==> config.mk <==
export PLATFORM = sky130hd
export DESIGN_NAME = uart_cmd_top
export DESIGN_NICKNAME = d
export VERILOG_FILES = /design/src/hdl/uart_cmd_pkg.sv /design/src/hdl/uart_tx_frame.sv /design/src/hdl/uart_rx_frame.sv /design/src/hdl/uart_cmd_master.sv /design/src/hdl/uart_cmd_top.sv
export SDC_FILE = /design/constraint.sdc
export NUM_CORES = 1
export LEC_CHECK = 0
export BUFFER_PORTS_ARGS = -buffer_cell sky130_fd_sc_hd__buf_4
export CAP_MARGIN = 30
export CORE_AREA = 2 2 94 96
export DETAILED_ROUTE_END_ITERATION = 6
export DIE_AREA = 0 0 96 98
export PLACE_DENSITY_LB_ADDON = 0.15
export SYNTH_ARGS = -nofsm -noshare
export SYNTH_HDL_FRONTEND = slang
export SYNTH_SLANG_ARGS = --single-unit
==> constraint.sdc <==
create_clock -name clk -period 4.4 [get_ports clk]
set_clock_uncertainty 0.2 [all_clocks]
set_input_delay 0.88 -clock clk [delete_from_list [all_inputs] [get_ports clk]]
set_output_delay 0.88 -clock clk [all_outputs]
set_load 0.01 [all_outputs]
==> src/hdl/uart_cmd_pkg.sv <==
`default_nettype none

package uart_cmd_pkg;

  // start, 8 data, even parity, stop
  parameter int FRAME_BITS = 11;

  // bit 15 selects the operation, low byte unused on a read
  typedef struct packed {
    logic       write;
    logic [6:0] addr;
    logic [7:0] wdata;
  } cmd_t;

  typedef struct packed {
    logic [7:0] rdata;      // zero on timeout
    logic       parity_err; // also covers a bad stop bit
    logic       timeout;
  } rsp_t;

  // receiver result, handed to the sequencer with rx_vld
  typedef struct packed {
    logic [7:0] data;
    logic       parity_err;
    logic       frame_err;  // stop bit sampled low
  } rx_byte_t;

  // line order, bit 0 goes out first
  typedef struct packed {
    logic       stop;
    logic       parity;
    logic [7:0] data;
    logic       start;
  } frame_t;

endpackage

`default_nettype wire

==> src/hdl/uart_tx_frame.sv <==
`timescale 1ns/1ps
`default_nettype none

module uart_tx_frame #(
  parameter int BIT_CYCLES = 434
) (
  input  logic       clk,
  input  logic       rst_n,
  input  logic [7:0] tx_data,
  input  logic       tx_start,
  output logic       tx_busy,
  output logic       tx
);
  import uart_cmd_pkg::*;

  localparam int CW = $clog2(BIT_CYCLES + 1);
  localparam int IW = $clog2(FRAME_BITS);

  frame_t                  load_frame;
  frame_t                  frame;
  logic [FRAME_BITS-1:0]   frame_bits;
  logic [CW-1:0]           cyc_cnt;
  logic [IW-1:0]           bit_idx;
  logic                    bit_end;

  assign load_frame = '{stop: 1'b1, parity: ^tx_data, data: tx_data, start: 1'b0};
  assign frame_bits = frame;
  assign bit_end    = (cyc_cnt == CW'(BIT_CYCLES - 1));

  always_ff @(posedge clk)
  begin
    if (tx_start)
      frame <= load_frame;
  end

  always_ff @(posedge clk or negedge rst_n)
  begin
    if (!rst_n)
    begin
      tx_busy <= 1'b0;
      tx      <= 1'b1;
      cyc_cnt <= '0;
      bit_idx <= '0;
    end
    else if (tx_start)
    begin
      tx_busy <= 1'b1;
      tx      <= load_frame.start; // start bit out right away
      cyc_cnt <= '0;
      bit_idx <= '0;
    end
    else if (tx_busy)
    begin
      if (bit_end)
      begin
        cyc_cnt <= '0;
        if (bit_idx == IW'(FRAME_BITS - 1))
        begin
          tx_busy <= 1'b0; // stop bit done
          tx      <= 1'b1;
        end
        else
        begin
          bit_idx <= bit_idx + 1'b1;
          tx      <= frame_bits[bit_idx + 1'b1];
        end
      end
      else
        cyc_cnt <= cyc_cnt + 1'b1;
    end
  end

  // sequencer must wait for the previous frame
  a_start_idle: assert property (@(posedge clk) disable iff (!rst_n) tx_start |-> !tx_busy)
    else $error("tx_start while frame in progress");

endmodule

`default_nettype wire

==> src/hdl/uart_rx_frame.sv <==
`timescale 1ns/1ps
`default_nettype none

module uart_rx_frame #(
  parameter int BIT_CYCLES = 434
) (
  input  logic                    clk,
  input  logic                    rst_n,
  input  logic                    rx,
  input  logic                    rx_en,
  output uart_cmd_pkg::rx_byte_t  rx_byte,
  output logic                    rx_vld
);
  import uart_cmd_pkg::*;

  localparam int CW       = $clog2(BIT_CYCLES + 1);
  localparam int IW       = $clog2(FRAME_BITS);
  localparam int HALF     = BIT_CYCLES / 2;
  localparam int STOP_IDX = FRAME_BITS - 2; // index after start: data 0..7, parity, stop

  typedef enum logic [1:0] {
    RX_IDLE,
    RX_START,
    RX_BITS
  } rx_state_t;

  rx_state_t      state;
  logic           rx_meta;
  logic           rx_sync;
  logic           rx_prev;
  logic           fall;
  logic [CW-1:0]  cyc_cnt;
  logic [IW-1:0]  bit_idx;
  logic           bit_end;
  logic           sample;
  logic [8:0]     shreg;    // data lsb first, parity on top

  assign fall    = rx_prev & ~rx_sync;
  assign bit_end = (cyc_cnt == CW'(BIT_CYCLES - 1));
  assign sample  = rx_en && (state == RX_BITS) && bit_end;

  // line idles high
  always_ff @(posedge clk or negedge rst_n)
  begin
    if (!rst_n)
    begin
      rx_meta <= 1'b1;
      rx_sync <= 1'b1;
      rx_prev <= 1'b1;
    end
    else
    begin
      rx_meta <= rx;
      rx_sync <= rx_meta;
      rx_prev <= rx_sync;
    end
  end

  always_ff @(posedge clk or negedge rst_n)
  begin
    if (!rst_n)
    begin
      state   <= RX_IDLE;
      cyc_cnt <= '0;
      bit_idx <= '0;
      rx_vld  <= 1'b0;
    end
    else
    begin
      rx_vld <= 1'b0;
      if (!rx_en)
        state <= RX_IDLE;
      else
      begin
        case (state)
          RX_IDLE:
          begin
            if (fall)
            begin
              state   <= RX_START;
              cyc_cnt <= '0;
            end
          end
          RX_START:
          begin
            if (cyc_cnt == CW'(HALF - 1))
            begin
              cyc_cnt <= '0;
              bit_idx <= '0;
              state   <= rx_sync ? RX_IDLE : RX_BITS; // high here means a glitch
            end
            else
              cyc_cnt <= cyc_cnt + 1'b1;
          end
          RX_BITS:
          begin
            if (bit_end)
            begin
              cyc_cnt <= '0;
              if (bit_idx == IW'(STOP_IDX))
              begin
                rx_vld <= 1'b1;
                state  <= RX_IDLE;
              end
              else
                bit_idx <= bit_idx + 1'b1;
            end
            else
              cyc_cnt <= cyc_cnt + 1'b1;
          end
          default: state <= RX_IDLE;
        endcase
      end
    end
  end

  always_ff @(posedge clk)
  begin
    if (sample)
    begin
      if (bit_idx == IW'(STOP_IDX))
      begin
        rx_byte.data       <= shreg[7:0];
        rx_byte.parity_err <= ^shreg; // even parity over data and parity bit
        rx_byte.frame_err  <= ~rx_sync;
      end
      else
        shreg <= {rx_sync, shreg[8:1]};
    end
  end

  a_vld_pulse: assert property (@(posedge clk) disable iff (!rst_n) rx_vld |=> !rx_vld)
    else $error("rx_vld longer than one cycle");

endmodule

`default_nettype wire

==> src/hdl/uart_cmd_master.sv <==
`timescale 1ns/1ps
`default_nettype none

module uart_cmd_master #(
  parameter int BIT_CYCLES       = 434,
  parameter int GAP_BITS         = 2,
  parameter int RSP_TIMEOUT_BITS = 32
) (
  input  logic                    clk,
  input  logic                    rst_n,
  input  uart_cmd_pkg::cmd_t      cmd,
  input  logic                    cmd_vld,
  output logic                    cmd_rdy,
  output uart_cmd_pkg::rsp_t      rsp,
  output logic                    rsp_vld,
  output logic [7:0]              tx_data,
  output logic                    tx_start,
  input  logic                    tx_busy,
  output logic                    rx_en,
  input  uart_cmd_pkg::rx_byte_t  rx_byte,
  input  logic                    rx_vld
);
  import uart_cmd_pkg::*;

  localparam int GAP_CYCLES = GAP_BITS * BIT_CYCLES;
  localparam int RSP_CYCLES = RSP_TIMEOUT_BITS * BIT_CYCLES;
  // gap cycle 0 is spent seeing busy low, the last one carries tx_start
  localparam int GAP_LAST   = (GAP_CYCLES > 2) ? GAP_CYCLES - 2 : 1;
  localparam int CNT_MAX    = (GAP_CYCLES > RSP_CYCLES) ? GAP_CYCLES : RSP_CYCLES;
  localparam int CW         = $clog2(CNT_MAX + 1);

  typedef enum logic [2:0] {
    ST_IDLE,
    ST_SEND_HI,
    ST_GAP,
    ST_SEND_LO,
    ST_WAIT_RSP
  } state_t;

  state_t         state;
  cmd_t           cmd_buf;
  logic [CW-1:0]  cnt;      // gap and response window
  logic           tx_idle;
  logic           accept;
  logic           rd_done;
  logic           rd_timeout;

  assign tx_idle    = !tx_start && !tx_busy;
  assign rx_en      = (state == ST_WAIT_RSP);
  assign rd_done    = rx_en && rx_vld;
  assign rd_timeout = rx_en && !rx_vld && (cnt == CW'(RSP_CYCLES - 1));

  assign rsp_vld = ((state == ST_SEND_LO) && tx_idle) || rd_done || rd_timeout;
  assign cmd_rdy = (state == ST_IDLE) || rsp_vld; // next command may start on the response cycle
  assign accept  = cmd_vld && cmd_rdy;

  assign tx_data = (state == ST_SEND_LO) ? cmd_buf.wdata : {cmd_buf.write, cmd_buf.addr};

  always_comb
  begin
    rsp = '0;
    if (rd_done)
    begin
      rsp.rdata      = rx_byte.data;
      rsp.parity_err = rx_byte.parity_err | rx_byte.frame_err;
    end
    rsp.timeout = rd_timeout;
  end

  always_ff @(posedge clk)
  begin
    if (accept)
      cmd_buf <= cmd;
  end

  always_ff @(posedge clk or negedge rst_n)
  begin
    if (!rst_n)
    begin
      state    <= ST_IDLE;
      cnt      <= '0;
      tx_start <= 1'b0;
    end
    else
    begin
      tx_start <= 1'b0;
      case (state)
        ST_SEND_HI:
        begin
          if (tx_idle)
          begin
            cnt   <= cmd_buf.write ? CW'(1) : '0;
            state <= cmd_buf.write ? ST_GAP : ST_WAIT_RSP;
          end
        end
        ST_GAP:
        begin
          if (cnt == CW'(GAP_LAST))
          begin
            tx_start <= 1'b1; // data byte
            state    <= ST_SEND_LO;
          end
          else
            cnt <= cnt + 1'b1;
        end
        ST_SEND_LO:
        begin
          if (tx_idle)
            state <= ST_IDLE;
        end
        ST_WAIT_RSP:
        begin
          if (rsp_vld)
            state <= ST_IDLE;
          else
            cnt <= cnt + 1'b1;
        end
        default: state <= ST_IDLE;
      endcase
      if (accept)
      begin
        state    <= ST_SEND_HI;
        tx_start <= 1'b1; // address byte
      end
    end
  end

  // a response always closes a command that was taken earlier
  a_rsp_in_flight: assert property (@(posedge clk) disable iff (!rst_n)
    rsp_vld |-> !$past(cmd_rdy))
    else $error("rsp_vld without command in flight");

  a_tx_rx_excl: assert property (@(posedge clk) disable iff (!rst_n) !(tx_start && rx_en))
    else $error("tx_start while waiting for response");

endmodule

`default_nettype wire

==> src/hdl/uart_cmd_top.sv <==
`timescale 1ns/1ps
`default_nettype none

module uart_cmd_top #(
  parameter int BIT_CYCLES       = 434,
  parameter int GAP_BITS         = 2,
  parameter int RSP_TIMEOUT_BITS = 32
) (
  input  logic                clk,
  input  logic                rst_n,
  input  uart_cmd_pkg::cmd_t  cmd,
  input  logic                cmd_vld,
  output logic                cmd_rdy,
  output uart_cmd_pkg::rsp_t  rsp,
  output logic                rsp_vld,
  output logic                tx,
  input  logic                rx    // async to clk
);
  import uart_cmd_pkg::*;

  logic [7:0]  tx_data;
  logic        tx_start;
  logic        tx_busy;
  logic        rx_en;
  logic        rx_vld;
  rx_byte_t    rx_byte;

  uart_cmd_master #(
    .BIT_CYCLES       (BIT_CYCLES),
    .GAP_BITS         (GAP_BITS),
    .RSP_TIMEOUT_BITS (RSP_TIMEOUT_BITS)
  ) u_master (
    .clk      (clk),
    .rst_n    (rst_n),
    .cmd      (cmd),
    .cmd_vld  (cmd_vld),
    .cmd_rdy  (cmd_rdy),
    .rsp      (rsp),
    .rsp_vld  (rsp_vld),
    .tx_data  (tx_data),
    .tx_start (tx_start),
    .tx_busy  (tx_busy),
    .rx_en    (rx_en),
    .rx_byte  (rx_byte),
    .rx_vld   (rx_vld)
  );

  uart_tx_frame #(
    .BIT_CYCLES (BIT_CYCLES)
  ) u_tx (
    .clk      (clk),
    .rst_n    (rst_n),
    .tx_data  (tx_data),
    .tx_start (tx_start),
    .tx_busy  (tx_busy),
    .tx       (tx)
  );

  uart_rx_frame #(
    .BIT_CYCLES (BIT_CYCLES)
  ) u_rx (
    .clk     (clk),
    .rst_n   (rst_n),
    .rx      (rx),
    .rx_en   (rx_en),
    .rx_byte (rx_byte),
    .rx_vld  (rx_vld)
  );

endmodule

`default_nettype wire

==> summary.md, run 1 <==
| Metric | Value |
|---|---|
| Startpoint types | `register` |
| TritonCTS clock tree | `yes` |
| Worst R2R Start | `u_master.tx_start$_DFF_PN0_` |
| Hold Path Origin | `u_rx.rx_meta$_DFF_PN1_` |
| CTS Hold Bufs | `0` |
| Commonest cells in the netlist | `dfrtp_1, edfxtp_1, nand2_1` |
| Yosys warns | `0` |
| Slew @ Worst Pin | `0.900 ns` |
| Critical path class | `reg2out` |
| Gr ovfl total | `0` |
| Die height | `98 um` |
| Mapped Cells | `459` |
| Worst slew margin | `40.0%` |
| H-Tree Depth | `3` |
| Worst Setup End Kind | `output pin` |
| Yosys top cell area share | `26.6%` |
| PostCTS Resize Cnt | `0` |
| Root Buffer | `clkbuf_8` |
| TNS Setup | `0 ns` |
| Top FF cell, synth | `dfrtp_1` |
| Final Max Tran Viols | `0` |
| DP HPWL | `6390 um` |
| Gp weighted congestion | `0.864` |
| DR iter-0 viols | `159` |
| Vias in the first global route | `3375` |
| First-pass GRT wire length | `15600 um` |
| WL final | `9020 um` |
| Critical path's largest stage delay | `0.56 ns` |
| Area of the multi-input gates | `2160 um^2` |
| Setup-failing EPs final | `0` |
| Pre-CTS WS | `1.22 ns` |
| Total GRT Usage | `20.9%` |
| PortBufs | `32` |
| Worst hold margin | `0.166 ns` |
| Netlist cell types | `61` |
| Final Net Count | `519` |
| First-pass iteration count of the detailed router | `4` |
| Static leakage | `2.16 nW` |
| Fillers | `650` |
| CTS Sinks | `96` |
| Total number of vias | `3445` |
| Mapped Area | `4960 um^2` |
| Antenna violations before repair | `0` |
| Final period util | `81.4%` |
| Hold Vio Cnt, Final | `0` |
| Yosys reg bits | `96` |
| Maximum vdd drop | `0.211 mV` |
| Area leader, netlist | `edfxtp_1` |
| R2R Path End | `u_master.cnt[9]$_DFFE_PN0P_` |
| Io pins | `33` |
| # DRC | `0` |
| Worst path cell trace | `or3b_1 -> or3_1 -> inv_1 -> nor2_1 -> nand2_1 -> buf_4` |
| Slowest cell on the critical path | `dfrtp_1` |
| Register area share after synthesis | `52.9%` |
| Worst reg-to-reg path cell count | `5` |
| Setup WS post-layout | `0.819 ns` |
| Hold depth | `0` |
| Top cells by area, synth | `edfxtp_1, dfrtp_1, xnor2_1` |
| CTS clk-pin slew, worst paths | `0.09 ns` |
| Post-CTS Setup Inserts | `0` |
| Ant. Diodes | `0` |
| Unrepaired setup endpoints after global routing | `no` |
| Hold EP | `u_rx.rx_sync$_DFF_PN1_` |
| Worst EP required | `3.32 ns` |
| Post-synthesis async set-or-reset flop share | `54.2%` |
| MaxCap Viol Count | `0` |
| Initial core utilization | `58.6%` |
| Hold Crit Class | `reg2reg` |
| Post-route ant nets | `0` |
| Status | `completed` |
| Horiz. Die Dim | `96 um` |
| Fmax | `0.279 GHz` |
| Share of cells above drive strength 1 | `15.3%` |
| Fin util | `65.0%` |
| Most common cell in the netlist | `dfrtp_1` |
| Syn nets | `494` |
| Max clock buf depth | `2` |
| Pwr/cell area | `401 nW/um^2` |
| Final Critical Period | `3.58 ns` |
| Avg Cell Area, Syn | `10.8 um^2` |
| Layout area overhead | `10.8%` |
| Die Area | `9410 um^2` |
| Post-route cell area | `5500 um^2` |
| Largest net degree at the start of global routing | `53` |
| Worst Path Arrival | `2.50 ns` |
| Num rows | `34` |
| Area post-placement | `5260 um^2` |
| Placeable Area | `8470 um^2` |
| CTS buffer count | `9` |
| Register area | `2630 um^2` |
| EDFF count, synth | `44` |
| Clk Latency, worst-skew pair | `0.35 ns` |
| Drt via density | `5.77` |
| Reg2Reg Setup Slack | `1.54 ns` |
| Worst-path maximum fanout | `13` |
| Routed len/inst | `15.1 um` |
sequential cells by signal, summed over array words and instances, names as in the netlist, 3 cells and up:
| signal | cells |
|---|---|
| u_master.cmd_buf | 16 |
| u_master.cnt | 14 |
| u_master.state | 3 |
| u_rx.bit_idx | 4 |
| u_rx.cyc_cnt | 9 |
| u_rx.rx_byte | 10 |
| u_rx.shreg | 9 |
| u_tx.bit_idx | 4 |
| u_tx.cyc_cnt | 9 |
| u_tx.frame | 9 |
where the power goes:
part,internal (mW),leakage (nW),total [mW],switching [mW]
Clock,0.381,0.117,0.685,0.304
Combinational,0.186,0.959,0.373,0.186
Sequential,1.04,1.09,1.15,0.111
metrics by stage:
step                      total power, mW  std cells
after floorplan                      1.45        459
after global placement               1.52        581
after detailed placement             1.54        581
after CTS                            2.23        597
after global routing                 2.33        597
final                                2.20        597
layer usage:
layer / vias up / wire length, um / track usage [%]
li1: 1718 / - / -
met5: - / 0 / 0
met3: 9 / 346 / 3.78
met4: 0 / 120 / 5.60
met1: 1646 / 4110 / 28.9
met2: 72 / 4440 / 33.9
critical path, delay by kind of cell, from the launching register on:
| family | cells | cell delay (ns) |
|---|---|---|
| DFF | 1 | 0.56 |
| buffers and inverters | 2 | 0.45 |
| and+or+nand+nor | 4 | 1.14 |
area by class of cell:
class,instances,share of cell area (%)
clock buffers,10,2.32
clock inverters,6,2.09
flip-flops and latches,96,47.8
well taps,108,2.46
repair buffers,33,4.50
multi-input cells,322,39.4
inverters,22,1.50
kinds of logic after synthesis:
logic type      share of synthesized area (%)
xor+xnor                                 4.94
simple gates                             20.4
buf+inv                                  3.48
mux                                      3.96
flops                                    52.9
compound gates                           10.5
fa+ha+maj                                3.78
worst max path at each step:
stage | start | end | slack, ns | cells past startpoint
after floorplan | u_master.state[1]$_DFFE_PN0P_ | u_master.cmd_buf[0]$_DFFE_PP_ | 1.32 | 7
after global placement | u_master.state[2]$_DFFE_PN0P_ | cmd_rdy | 1.27 | 6
after detailed placement | u_master.state[2]$_DFFE_PN0P_ | cmd_rdy | 1.22 | 6
after CTS | u_master.state[2]$_DFFE_PN0P_ | cmd_rdy | 0.82 | 6
after global routing | u_master.cnt[7]$_DFFE_PN0P_ | cmd_rdy | 0.63 | 7
final | u_master.state[2]$_DFFE_PN0P_ | cmd_rdy | 0.82 | 6
cells in the final DEF, fill, tap and decap left out, drive strengths merged, types with 10 or more instances in the layout:
cell type,netlist,routed
dfrtp,48,48
nand2,44,44
edfxtp,44,44
buf,6,33
nor2,32,32
a21oi,23,23
inv,22,23
xnor2,22,22
o21ai,18,18
nand3,17,17
ha,15,15
and3,13,13
nand2b,12,12
mux2,11,11
o31ai,11,11
nor3,11,11
clkbuf,13,10
Note: power is estimated with default switching activity, not from simulation.
==> run 2, diff against run 1 <==
--- a/config.mk
+++ b/config.mk
@@ -7,9 +7,9 @@
 export LEC_CHECK = 0
 export BUFFER_PORTS_ARGS = -buffer_cell sky130_fd_sc_hd__buf_4
 export CAP_MARGIN = 30
-export CORE_AREA = 2 2 94 96
+export CORE_AREA = 2 2 99 101
 export DETAILED_ROUTE_END_ITERATION = 6
-export DIE_AREA = 0 0 96 98
+export DIE_AREA = 0 0 101 103
 export PLACE_DENSITY_LB_ADDON = 0.15
 export SYNTH_ARGS = -nofsm -noshare
 export SYNTH_HDL_FRONTEND = slang
==> constraint.sdc (replaced) <==
create_clock -name clk -period 3.25 [get_ports clk]
set_clock_uncertainty 0.2 [all_clocks]
set_input_delay 0.65 -clock clk [delete_from_list [all_inputs] [get_ports clk]]
set_output_delay 0.65 -clock clk [all_outputs]
set_load 0.01 [all_outputs]
==> run 2 against run 1 <==
Net effect: count of clock-buffer cells in the layout fell by 1; die area rose by 11%; register-to-register slack got worse by 0.91 ns; final area fell by 0.32%; first-iteration DRC count fell by 42%; highest routed layer unchanged; sequential share of layout area rose by 0.15 points; via count rose by 2.1%; wire length rose by 1.9%; non-clock buffer count rose by 5; sequential power rose by 33%; hold slack got worse by 0.050 ns; largest cell class unchanged.
==> summary.md, run 2 (same netlist as run 1, synthesis figures left out) <==
| Metric | Value |
|---|---|
| Ant. Diodes | `0` |
| Fillers | `808` |
| Setup-failing EPs final | `0` |
| Placed Instances | `592` |
| H-Tree Depth | `3` |
| Startpoint types | `register` |
| Horiz. Die Dim | `101 um` |
| TritonCTS clock tree | `yes` |
| Status | `completed` |
| Post-CTS Setup Inserts | `0` |
| Fin cells | `608` |
| Worst-path maximum fanout | `13` |
| Gr ovfl total | `0` |
| Post-route ant nets | `0` |
| PortBufs | `32` |
| Largest regs | `u_master.cmd_buf x16, u_master.cnt x14, u_rx.rx_byte x10` |
| WL final | `9190 um` |
| Share of cells above drive strength 1 | `16.4%` |
| Total number of vias | `3516` |
| DR iter-0 viols | `92` |
| Initial core utilization | `52.5%` |
| CTS buffer count | `9` |
| Fmax | `0.324 GHz` |
| Final Max Tran Viols | `0` |
| Total power | `2.79 mW` |
| Worst Path Arrival | `2.23 ns` |
| Critical path's largest stage delay | `0.57 ns` |
| Gp weighted congestion | `0.818` |
| Routed len/inst | `15.1 um` |
| Critical path class | `reg2out` |
| Num rows | `36` |
| Pwr/cell area | `508 nW/um^2` |
| Reg2Reg Setup Slack | `0.63 ns` |
| Commonest non-fill, non-tap cell in the layout | `dfrtp_1` |
| Worst EP required | `2.40 ns` |
| Placeable Area | `9460 um^2` |
| Slew @ Worst Pin | `0.678 ns` |
| Drt via density | `5.78` |
| MaxCap Viol Count | `0` |
| Largest Register | `u_master.cmd_buf` |
| CTS clk-pin slew, worst paths | `0.10 ns` |
| Most frequent cells in the layout | `dfrtp_1, nand2_1, edfxtp_1, buf_4, nor2_1` |
| Antenna violations before repair | `0` |
| Final period util | `94.9%` |
| CTS Sinks | `96` |
| Clk Latency, worst-skew pair | `0.36 ns` |
| Final Net Count | `524` |
| CTS Hold Bufs | `0` |
| PostCTS Resize Cnt | `0` |
| Setup WS post-layout | `0.166 ns` |
| Max clock buf depth | `2` |
| Worst slew margin | `54.8%` |
| Layout area overhead | `10.4%` |
| Root Buffer | `clkbuf_8` |
| Die Area | `10400 um^2` |
| Unrepaired setup endpoints after global routing | `no` |
| Worst Setup End Kind | `output pin` |
| First-pass GRT wire length | `15900 um` |
| Static leakage | `2.16 nW` |
| Final Critical Period | `3.08 ns` |
| Total GRT Usage | `19.1%` |
| Die height | `103 um` |
| Worst path cell trace | `or3b_1 -> or3_1 -> inv_1 -> nor2_1 -> nand2_1 -> buf_4` |
| Io pins | `33` |
| Pre-CTS WS | `0.556 ns` |
| Hold Vio Cnt, Final | `0` |
| Hold Crit Class | `in2async` |
| DP HPWL | `6490 um` |
| TNS Setup | `0 ns` |
| Slowest cell on the critical path | `dfrtp_1` |
| Vias in the first global route | `3408` |
| # DRC | `0` |
| Maximum vdd drop | `0.239 mV` |
| Largest net degree at the start of global routing | `53` |
| Max reg flops | `16` |
| First-pass iteration count of the detailed router | `5` |
run 2: cell count changes in the layout (fill, tap and decap cells not counted):
cell,change
buf_4,+5
bufinv_16,-3
clkbuf_1,-1
clkinv_2,+1
clkinvlp_4,+2
inv_8,+1
run 2: worst paths after layout:
path                                               start  cells past startpoint                           to
hold reg to reg                   u_rx.rx_meta$_DFF_PN1_                      0       u_rx.rx_sync$_DFF_PN1_
max in group asynchronous                          rst_n                      1  u_rx.cyc_cnt[3]$_DFFE_PN0P_
min in group clk                  u_rx.rx_meta$_DFF_PN1_                      0       u_rx.rx_sync$_DFF_PN1_
hold / removal                                     rst_n                      1  u_tx.bit_idx[1]$_DFFE_PN0P_
setup reg to reg           u_master.state[0]$_DFFE_PN0P_                      6  u_master.cnt[9]$_DFFE_PN0P_
setup / recovery           u_master.state[2]$_DFFE_PN0P_                      6                      cmd_rdy
run 2: worst max-delay path, delay by kind of cell (launching register included):
kind                   cells  cell delay (ns)
DFF                        1             0.57
buffers and inverters      2             0.25
and+or+nand+nor            4             1.07
run 2: routing by layer:
layer	vias up	global-route usage (%)	part of all wire [%]
met4	0	4.37	0.74
li1	1736	-	-
met5	-	0	0
met1	1719	26.2	47
met2	54	32.0	49
met3	7	3.66	3.3
run 2: per-stage QoR:
| stage | cell area, um^2 | util (%) | hold slack (ns) |
|---|---|---|---|
| floorplan | 4960 | - | 0.145 |
| CTS | 5480 | 58.0 | 0.146 |
| global route | 5480 | 58.0 | 0.163 |
| global placement | 5300 | 56.1 | 0.147 |
| detailed placement | 5300 | 56.1 | 0.151 |
| finish | 5480 | 58.0 | 0.116 |
run 2: area by class of cell:
type	instances	area, um^2	share of cell area [%]
repair buffers	38	285	5.20
inverters	22	82.6	1.51
flip-flops and latches	96	2630	47.9
well taps	114	143	2.60
clock buffers	9	124	2.26
multi-input cells	322	2160	39.5
clock inverters	7	56.3	1.03
run 2: power by group:
part | total (mW) | switching [mW] | internal (mW)
logic | 0.538 | 0.278 | 0.261
clock network | 0.719 | 0.433 | 0.286
registers | 1.53 | 0.127 | 1.40
